==> src/hdl/cam_pkg.sv <==
package cam_pkg;

  ////////////////////////////////////////////////////////////
  // Host opcodes
  ////////////////////////////////////////////////////////////

  typedef enum logic [2:0] {
    OP_IDLE       = 3'd0,  // Topology echo only
    OP_UPDATE_ALL = 3'd1,  // Bulk load of consecutive entries
    OP_SEARCH     = 3'd2,  // One key per beat
    OP_UPDATE_ONE = 3'd3   // Accepted, no effect
  } cam_op_t;

  ////////////////////////////////////////////////////////////
  // Beat geometry
  ////////////////////////////////////////////////////////////

  localparam int LANES  = 16;  // Entries carried per load beat
  localparam int LANE_W = 32;  // Entry and key width
  localparam int BEAT_W = LANES * LANE_W;

  typedef logic [LANE_W-1:0] lane_t;  // One entry or key
  typedef logic [BEAT_W-1:0] beat_t;  // Full 512-bit stream beat

  ////////////////////////////////////////////////////////////
  // Fixed codes
  ////////////////////////////////////////////////////////////

  localparam lane_t TOPOLOGY_CODE    = 32'd4;    // Low word asking for echo
  localparam lane_t UPDATE_DONE_CODE = 32'd100;  // Payload of the done word

endpackage : cam_pkg

==> src/hdl/cam_load_if.sv <==
`timescale 1ns/1ns

// Write and search strobes from control to the entry array.
// Everything is qualified by its strobe in the same cycle.
interface cam_load_if #(
  parameter int IDX_W = 6
);

  logic                  wr_en;     // One load beat this cycle
  logic [IDX_W-1:0]      wr_base;   // First entry of the beat
  cam_pkg::beat_t        wr_data;   // Sixteen lanes, lane 0 in the low word
  logic                  srch_en;   // One search key this cycle
  cam_pkg::lane_t        srch_key;  // Key from the low word

  modport ctrl (
    output wr_en,
    output wr_base,
    output wr_data,
    output srch_en,
    output srch_key
  );

  modport array (
    input wr_en,
    input wr_base,
    input wr_data,
    input srch_en,
    input srch_key
  );

endinterface : cam_load_if

==> src/hdl/cam_control.sv <==
`timescale 1ns/1ns

module cam_control #(
  parameter int CAM_SIZE = 64,
  parameter int IDX_W    = 6
) (
  input  logic             aclk,
  input  logic             areset,
  input  cam_pkg::cam_op_t state,
  input  logic [31:0]      update_num,
  input  logic             s_tvalid,
  input  cam_pkg::beat_t   s_tdata,
  cam_load_if.ctrl         load,
  output logic             done_pulse,
  output logic             echo_pulse,
  output cam_pkg::beat_t   echo_data
);

  ////////////////////////////////////////////////////////////
  // Opcode decode
  ////////////////////////////////////////////////////////////

  logic             load_beat;   // Accepted bulk load beat
  logic             srch_beat;   // Accepted search beat
  logic             idle_beat;   // Accepted beat while idle
  logic [IDX_W-1:0] wr_ptr;      // Base entry of the next load beat
  logic [31:0]      last_base;   // Base of beat update_num-1
  logic             last_beat;   // Pointer sits on the final programmed beat
  logic             at_end;      // Pointer sits on the last array slot
  logic             wrap;        // This load beat returns the pointer to 0

  assign load_beat = s_tvalid && (state == cam_pkg::OP_UPDATE_ALL);
  assign srch_beat = s_tvalid && (state == cam_pkg::OP_SEARCH);
  assign idle_beat = s_tvalid && (state == cam_pkg::OP_IDLE);
  // OP_UPDATE_ONE and unused codes fall through with no strobe

  ////////////////////////////////////////////////////////////
  // Load pointer and wrap
  ////////////////////////////////////////////////////////////

  assign last_base = (update_num - 32'd1) * cam_pkg::LANES;  // Beats are LANES apart
  assign last_beat = (32'(wr_ptr) == last_base);
  assign at_end    = (wr_ptr == IDX_W'(CAM_SIZE - cam_pkg::LANES));  // Never run past the array
  assign wrap      = last_beat || at_end;

  always_ff @(posedge aclk) begin
    if (areset) begin
      wr_ptr <= '0;
    end else if (load_beat) begin
      if (wrap) begin
        wr_ptr <= '0;                                  // Next load restarts at entry 0
      end else begin
        wr_ptr <= wr_ptr + IDX_W'(cam_pkg::LANES);     // Step one beat of lanes
      end
    end
  end

  ////////////////////////////////////////////////////////////
  // Strobes to the array and result stage
  ////////////////////////////////////////////////////////////

  assign load.wr_en    = load_beat;
  assign load.wr_base  = wr_ptr;                                   // Base of the current beat
  assign load.wr_data  = s_tdata;
  assign load.srch_en  = srch_beat;
  assign load.srch_key = s_tdata[cam_pkg::LANE_W-1:0];             // Key lives in the low word

  assign done_pulse = load_beat && wrap;       // Result stage registers it
  assign echo_pulse = idle_beat && (s_tdata[cam_pkg::LANE_W-1:0] == cam_pkg::TOPOLOGY_CODE);
  assign echo_data  = s_tdata;                 // Returned unchanged

  ////////////////////////////////////////////////////////////
  // Checks
  ////////////////////////////////////////////////////////////

  // Pointer holds below the array size across any sequence of loads
  ptr_in_range_a : assert property (
    @(posedge aclk) disable iff (areset) 32'(wr_ptr) < CAM_SIZE
  ) else $error("Load pointer %0d outside the entry array", wr_ptr);

  // Array never sees a write and a search in one cycle
  wr_srch_excl_a : assert property (
    @(posedge aclk) disable iff (areset) !(load.wr_en && load.srch_en)
  ) else $error("Write and search strobed together");

endmodule : cam_control

==> src/hdl/cam_entry_array.sv <==
`timescale 1ns/1ns

module cam_entry_array #(
  parameter int CAM_SIZE = 64,
  parameter int IDX_W    = 6
) (
  input  logic                aclk,
  input  logic                areset,
  cam_load_if.array           load,
  output logic [CAM_SIZE-1:0] match_vec,
  output logic                match_valid
);

  localparam int LANE_BITS = $clog2(cam_pkg::LANES);

  ////////////////////////////////////////////////////////////
  // Search stage 1, key register
  ////////////////////////////////////////////////////////////

  cam_pkg::lane_t      key_q;   // Key under compare
  logic                key_vld; // Stage 1 valid
  logic [CAM_SIZE-1:0] hit;     // Per-entry equality, combinational

  always_ff @(posedge aclk) begin
    if (areset) begin
      key_vld <= 1'b0;
    end else begin
      key_vld <= load.srch_en;
    end
  end

  always_ff @(posedge aclk) begin
    if (load.srch_en) begin
      key_q <= load.srch_key;  // Held between searches
    end
  end

  ////////////////////////////////////////////////////////////
  // Entry slots
  ////////////////////////////////////////////////////////////

  for (genvar i = 0; i < CAM_SIZE; i++) begin : g_entry
    localparam int LANE = i % cam_pkg::LANES;   // Lane of the beat that feeds this slot
    localparam int BASE = i - LANE;             // Beat base that owns this slot

    cam_pkg::lane_t entry_q;

    always_ff @(posedge aclk) begin
      if (load.wr_en && (load.wr_base == IDX_W'(BASE))) begin
        entry_q <= load.wr_data[LANE*cam_pkg::LANE_W +: cam_pkg::LANE_W];
      end
    end

    assign hit[i] = ~|(entry_q ^ key_q);  // XOR equals zero
  end : g_entry

  ////////////////////////////////////////////////////////////
  // Search stage 2, match vector
  ////////////////////////////////////////////////////////////

  always_ff @(posedge aclk) begin
    if (areset) begin
      match_valid <= 1'b0;
    end else begin
      match_valid <= key_vld;
    end
  end

  always_ff @(posedge aclk) begin
    match_vec <= hit;  // Sampled every cycle, qualified by match_valid
  end

  // Control only hands out beat-aligned bases
  wr_base_aligned_a : assert property (
    @(posedge aclk) disable iff (areset)
    load.wr_en |-> (load.wr_base[LANE_BITS-1:0] == '0)
  ) else $error("Write base %0d not aligned to a beat", load.wr_base);

endmodule : cam_entry_array

==> src/hdl/cam_match_encoder.sv <==
`timescale 1ns/1ns

module cam_match_encoder #(
  parameter int CAM_SIZE = 64,
  parameter int IDX_W    = 6
) (
  input  logic                aclk,
  input  logic                areset,
  input  logic [CAM_SIZE-1:0] match_vec,
  input  logic                match_valid,
  output logic [IDX_W:0]      match_index,
  output logic                index_valid
);

  localparam int HALF = CAM_SIZE / 2;

  ////////////////////////////////////////////////////////////
  // Lowest set bit of one half
  ////////////////////////////////////////////////////////////

  // Scans from the top so the lowest hit is written last
  function automatic logic [IDX_W:0] first_set(
    input logic [HALF-1:0] v,
    input int              base
  );
    logic [IDX_W:0] idx;
    idx = '1;  // Empty half
    for (int i = HALF - 1; i >= 0; i--) begin
      if (v[i]) begin
        idx = (IDX_W+1)'(base + i);
      end
    end
    return idx;
  endfunction

  logic [IDX_W:0] lo_idx;   // First hit in entries 0..HALF-1
  logic [IDX_W:0] hi_idx;   // First hit in entries HALF..CAM_SIZE-1
  logic           half_vld; // Stage 3 valid

  ////////////////////////////////////////////////////////////
  // Stage 3 registers
  ////////////////////////////////////////////////////////////

  always_ff @(posedge aclk) begin
    if (areset) begin
      half_vld <= 1'b0;
    end else begin
      half_vld <= match_valid;
    end
  end

  always_ff @(posedge aclk) begin
    lo_idx <= first_set(match_vec[HALF-1:0], 0);
    hi_idx <= first_set(match_vec[CAM_SIZE-1:HALF], HALF);  // Offset into upper half
  end

  ////////////////////////////////////////////////////////////
  // Merge
  ////////////////////////////////////////////////////////////

  always_comb begin
    if (lo_idx != '1) begin
      match_index = lo_idx;  // Lower half wins
    end else begin
      match_index = hi_idx;  // All ones when both halves are empty
    end
  end

  assign index_valid = half_vld;

endmodule : cam_match_encoder

==> src/hdl/cam_result_stage.sv <==
`timescale 1ns/1ns

module cam_result_stage #(
  parameter int IDX_W = 6
) (
  input  logic           aclk,
  input  logic           areset,
  input  logic [IDX_W:0] match_index,
  input  logic           index_valid,
  input  logic           done_pulse,
  input  logic           echo_pulse,
  input  cam_pkg::beat_t echo_data,
  output logic           m_tvalid,
  output cam_pkg::beat_t m_tdata,
  output logic           update_all_end
);

  ////////////////////////////////////////////////////////////
  // Output strobes
  ////////////////////////////////////////////////////////////

  always_ff @(posedge aclk) begin
    if (areset) begin
      m_tvalid       <= 1'b0;
      update_all_end <= 1'b0;
    end else begin
      m_tvalid       <= index_valid || done_pulse || echo_pulse;  // One-cycle pulse
      update_all_end <= done_pulse;
    end
  end

  ////////////////////////////////////////////////////////////
  // Output beat, search over done over echo
  ////////////////////////////////////////////////////////////

  always_ff @(posedge aclk) begin
    if (index_valid) begin
      m_tdata <= cam_pkg::beat_t'(match_index);                 // Zero-extended index
    end else if (done_pulse) begin
      m_tdata <= cam_pkg::beat_t'(cam_pkg::UPDATE_DONE_CODE);
    end else if (echo_pulse) begin
      m_tdata <= echo_data;                                     // Beat returned as is
    end
  end

  // Done flag always rides on a valid output beat
  end_has_valid_a : assert property (
    @(posedge aclk) disable iff (areset) update_all_end |-> m_tvalid
  ) else $error("update_all_end without m_tvalid");

endmodule : cam_result_stage

==> src/hdl/cam_search_top.sv <==
`timescale 1ns/1ns

module cam_search_top #(
  parameter int CAM_SIZE = 64
) (
  input  logic         aclk,
  input  logic         areset,
  input  logic [31:0]  update_num,
  input  logic [2:0]   state,
  input  logic         s_tvalid,
  input  logic [511:0] s_tdata,
  output logic         m_tvalid,
  output logic [511:0] m_tdata,
  output logic         update_all_end
);

  localparam int IDX_W = $clog2(CAM_SIZE);

  if (CAM_SIZE % 32 != 0) begin : g_size_check
    $error("CAM_SIZE must be a multiple of 32");
  end

  ////////////////////////////////////////////////////////////
  // Internal nets
  ////////////////////////////////////////////////////////////

  cam_pkg::cam_op_t    op;           // Decoded host opcode
  logic [CAM_SIZE-1:0] match_vec;
  logic                match_valid;
  logic [IDX_W:0]      match_index;  // All ones for no match
  logic                index_valid;
  logic                done_pulse;
  logic                echo_pulse;
  cam_pkg::beat_t      echo_data;

  assign op = cam_pkg::cam_op_t'(state);

  cam_load_if #(.IDX_W(IDX_W)) load_if ();

  ////////////////////////////////////////////////////////////
  // Control and datapath
  ////////////////////////////////////////////////////////////

  cam_control #(
    .CAM_SIZE (CAM_SIZE),
    .IDX_W    (IDX_W)
  ) cam_control_inst (
    .aclk       (aclk),
    .areset     (areset),
    .state      (op),
    .update_num (update_num),
    .s_tvalid   (s_tvalid),
    .s_tdata    (s_tdata),
    .load       (load_if.ctrl),
    .done_pulse (done_pulse),
    .echo_pulse (echo_pulse),
    .echo_data  (echo_data)
  );

  cam_entry_array #(
    .CAM_SIZE (CAM_SIZE),
    .IDX_W    (IDX_W)
  ) cam_entry_array_inst (
    .aclk        (aclk),
    .areset      (areset),
    .load        (load_if.array),
    .match_vec   (match_vec),
    .match_valid (match_valid)
  );

  cam_match_encoder #(
    .CAM_SIZE (CAM_SIZE),
    .IDX_W    (IDX_W)
  ) cam_match_encoder_inst (
    .aclk        (aclk),
    .areset      (areset),
    .match_vec   (match_vec),
    .match_valid (match_valid),
    .match_index (match_index),
    .index_valid (index_valid)
  );

  cam_result_stage #(
    .IDX_W (IDX_W)
  ) cam_result_stage_inst (
    .aclk           (aclk),
    .areset         (areset),
    .match_index    (match_index),
    .index_valid    (index_valid),
    .done_pulse     (done_pulse),
    .echo_pulse     (echo_pulse),
    .echo_data      (echo_data),
    .m_tvalid       (m_tvalid),
    .m_tdata        (m_tdata),
    .update_all_end (update_all_end)
  );

endmodule : cam_search_top

==> config.mk <==
export PLATFORM = sky130hd
export DESIGN_NAME = cam_search_top
export DESIGN_NICKNAME = d
export VERILOG_FILES = /design/src/hdl/cam_pkg.sv /design/src/hdl/cam_load_if.sv /design/src/hdl/cam_control.sv /design/src/hdl/cam_entry_array.sv /design/src/hdl/cam_match_encoder.sv /design/src/hdl/cam_result_stage.sv /design/src/hdl/cam_search_top.sv
export SDC_FILE = /design/constraint.sdc
export NUM_CORES = 2
export LEC_CHECK = 0
export BUFFER_PORTS_ARGS = -buffer_cell sky130_fd_sc_hd__buf_2
export CELL_PAD_IN_SITES_DETAIL_PLACEMENT = 0
export CELL_PAD_IN_SITES_GLOBAL_PLACEMENT = 2
export CORE_MARGIN = 4
export CORE_UTILIZATION = 35
export CTS_CLUSTER_SIZE = 20
export DETAILED_ROUTE_END_ITERATION = 16
export GPL_ROUTABILITY_DRIVEN = 0
export PLACE_DENSITY_LB_ADDON = 0.1
export SLEW_MARGIN = 20
export SYNTH_ARGS = -nofsm -noshare
export SYNTH_HDL_FRONTEND = slang
export SYNTH_SLANG_ARGS = --single-unit
export TNS_END_PERCENT = 100
==> constraint.sdc <==
create_clock -name aclk -period 21.7 [get_ports aclk]
set_input_delay 2.17 -clock aclk [delete_from_list [all_inputs] [get_ports aclk]]
set_output_delay 2.17 -clock aclk [all_outputs]
set_load 0.01 [all_outputs]
==> results.sh <==
export IMPL_status="complete, no violations"
export IMPL_clock_path_buffers=4
export IMPL_die_h_um=559
export IMPL_min_period_ns=6.46
export IMPL_grt_pass1_wl_um=507000
export IMPL_syn_area_per_cell_um2=15.2
export IMPL_post_cts_resized=0
export IMPL_grt_usage=0.233
export IMPL_p_int_mw=8.65
export IMPL_fmax_mhz=155
export IMPL_drive_gt1_frac=0.193
export IMPL_tightest_slew_ns=1.07
export IMPL_p_switching_mw=2.45
export IMPL_p_seq_frac=0.500
export IMPL_final_common_cell="edfxtp_1"
export IMPL_synth_cells=6992
export IMPL_grt_ovfl_total=0
export IMPL_drc_errors=0
export IMPL_final_cell_mix="edfxtp_1 (2087), xor2_1 (2050), buf_2 (1059)"
export IMPL_p_per_area_nw_per_um2=87.8
export IMPL_die_area_um2=312000
export IMPL_finalWorstSetupSlack_ns=15.24
export IMPL_synthArstFlopShare=0
export IMPL_finalClockSkew_ns=0.0365
export IMPL_place_ws_ns=14.35
export IMPL_finalSetupViolations=0
export IMPL_critPathLaunchType="input pin"
export IMPL_grt_pass1_vias=61200
export IMPL_cts_buffers_inserted=310
export IMPL_hold_class="register to register"
export IMPL_timing_critical_path_cells="buf_2 -> inv_1 -> ha_1 -> or3b_1 -> o41a_1 -> or4_1 -> o41ai_4 -> buf_4 -> buf_4 -> buf_12 -> buf_4 -> nor2_1"
export IMPL_slowest_stage="buf_4"
export IMPL_synth_edff_count=2087
export IMPL_comb_power_share=0.038
export IMPL_cts_root_buf="clkbuf_16"
export IMPL_crit_type="input pin to register"
export IMPL_required_ns=22.43
export IMPL_path_max_fanout=123
export IMPL_grt_setup_unrepaired="no"
export IMPL_cts_hold_buf=0
export IMPL_period_share=0.298
export IMPL_ys_types=51
export IMPL_vdd_drop_max_mv=0.0550
export IMPL_ant_nets=0
export IMPL_vias=61900
export IMPL_hold_viol_final=0
export IMPL_fin_nets=8729
export IMPL_slew_headroom=0.283
export IMPL_drt_wirelength_per_cell_um=30.2
export IMPL_totalPowerFinal_mw=11.1
export IMPL_io_pins=1064
export IMPL_insertion_delay_ns=0.89
export IMPL_power_share_switching=0.220
export IMPL_antenna_found_initial=90
export IMPL_synth_net_count=7547
export IMPL_htreeDepth=5
export IMPL_clock_sinks=2675
export IMPL_cap_viol_max_count=0
export IMPL_portBuffers=1059
export IMPL_fin_tns_setup_ns=0
export IMPL_wl_um=375000
export IMPL_syn_area_um2=106000
export IMPL_cp_common_cell="buf_4"
export IMPL_grt_max_degree=129
export IMPL_p_clk_frac=0.461
export IMPL_maxSlewViolCount=0
export IMPL_dominantRegCellSynth="edfxtp_1"
export IMPL_critPathArrivalTime_ns=7.18
export IMPL_core_um2=301000
export IMPL_viasPerCell=4.98
export IMPL_crit_path_end_kind="register"
export IMPL_start_util=0.353
export IMPL_drt_iter0_drc=4945
export IMPL_drtPass1Iterations=5
export IMPL_tritoncts="built"
export IMPL_yosysWarnings=0
export IMPL_post_cts_buffers=0
export IMPL_utilization=0.420
export IMPL_ys_ff_latch=2675
export IMPL_dieWidth_um=559
export IMPL_p_leak_nw=46.1
export IMPL_rows=201
export IMPL_slowest_delay_ns=0.86
export IMPL_clk_pin_slew_ns=0.06
export IMPL_dp_hpwl_um=249000
export IMPL_n_fill_cell=27600
export IMPL_syn_to_final_growth_pct=19.0
export IMPL_yosysSeqAreaShare=0.701
path summary, 6_finish.rpt:
check	end	startpoint	slack (ns)	cells past startpoint
max reg2reg	cam_entry_array_inst.g_entry[5].entry_q[22]	cam_control_inst.load.wr_base[4]	16.67	7
max	cam_result_stage_inst.m_tdata[236]	update_num[0]	15.24	12
min	cam_entry_array_inst.match_valid	cam_entry_array_inst.key_vld	0.43	1
min reg2reg	cam_entry_array_inst.match_valid	cam_entry_array_inst.key_vld	0.43	1
per-layer routing:
metal,vias to the layer above,wire length (um),global-route usage
li1,27600,-,-
met4,28,8530,0.0575
met2,1916,178000,0.379
met1,31800,165000,0.319
met3,478,23500,0.0471
met5,-,180,0
critical path, delay by kind of cell:
family                     cells  cell delay (ns)
buffers and inverters          6             2.55
adders and majority gates      1             0.21
AOI/OAI and AO/OA              2             0.68
and+or+nand+nor                3             1.15
stage by stage:
step                      instance area, um^2  hold WS [ns]  instances
after floorplan                        106000         0.414       6992
after global placement                 116000         0.422      11800
after detailed placement               116000         0.429      11800
after CTS                              126000         0.440      12400
after global routing                   126000         0.455      12400
final                                  126000         0.433      12400
logic make-up (layout without fill, tap and decap cells):
logic type                 count (synthesis)  in the layout  synth area share
DFF                                     2675           2675             0.701
xor gates and xnor gates                2051           2051             0.169
and+or+nand+nor                         1352           1352            0.0661
muxes                                    481            481            0.0453
buffers and inverters                    358           1801            0.0133
AOI/OAI and AO/OA                         70             70           0.00441
adders and majority gates                  5              5          0.000589
other                                      0             34                 0
power groups by stage:
stage / Clock, mW / Combinational (mW) / Sequential [mW]
2_1_floorplan: 0 / 0.147 / 5.67
3_3_place_gp: 0 / 0.429 / 5.66
3_5_place_dp: 0 / 0.430 / 5.66
4_1_cts: 5.26 / 0.432 / 5.55
5_1_grt: 5.47 / 0.447 / 5.55
6_report: 5.12 / 0.424 / 5.55
cell usage after synthesis (all sizes together) (3+ instances only):
library cell | number | area [um^2]
nor4 | 537 | 3370
o21a | 3 | 22.5
dfxtp | 588 | 11800
or4b | 3 | 30.0
edfxtp | 2087 | 62700
o31ai | 6 | 45.0
o21bai | 6 | 45.0
nor3 | 9 | 45.0
xor2 | 2050 | 18000
and2 | 31 | 194
o211ai | 3 | 22.5
nor4b | 4 | 35.0
o221ai | 4 | 35.0
a21boi | 3 | 22.5
inv | 24 | 90.1
nand3b | 3 | 22.5
nand2 | 14 | 52.6
nand4 | 135 | 845
clkbuf | 227 | 852
a21oi | 23 | 115
buf | 107 | 472
or4 | 4 | 30.0
mux2i | 481 | 4810
nor2b | 8 | 50.1
o21ai | 9 | 45.0
nor2 | 584 | 2190
ha | 5 | 62.6
and4 | 4 | 35.0
nand3 | 4 | 20.0
sequential cells by signal, summed over array words and instances (netlist names):
register / count
cam_control_inst.load.wr_base: 2
cam_match_encoder_inst.lo_idx: 6
cam_match_encoder_inst.hi_idx: 6
cam_entry_array_inst.key_vld: 1
cam_result_stage_inst.update_all_end: 1
cam_entry_array_inst.key_q: 32
cam_entry_array_inst.g_entry.entry_q: 2048
cam_match_encoder_inst.index_valid: 1
cam_result_stage_inst.m_tvalid: 1
cam_entry_array_inst.match_vec: 64
cam_result_stage_inst.m_tdata: 512
cam_entry_array_inst.match_valid: 1
layout make-up:
type / instances / area (um^2) / area share
Multi-Input combinational cell: 3959 / 30400 / 0.240
Clock inverter: 103 / 927 / 0.00733
Clock buffer: 470 / 8900 / 0.0704
Inverter: 24 / 90.1 / 0.000713
Sequential cell: 2675 / 74400 / 0.589
Tap cell: 3958 / 4950 / 0.0392
Antenna cell: 34 / 85.1 / 0.000673
Timing Repair Buffer: 1204 / 6640 / 0.0525
Note: power is estimated with default switching activity, not from simulation.
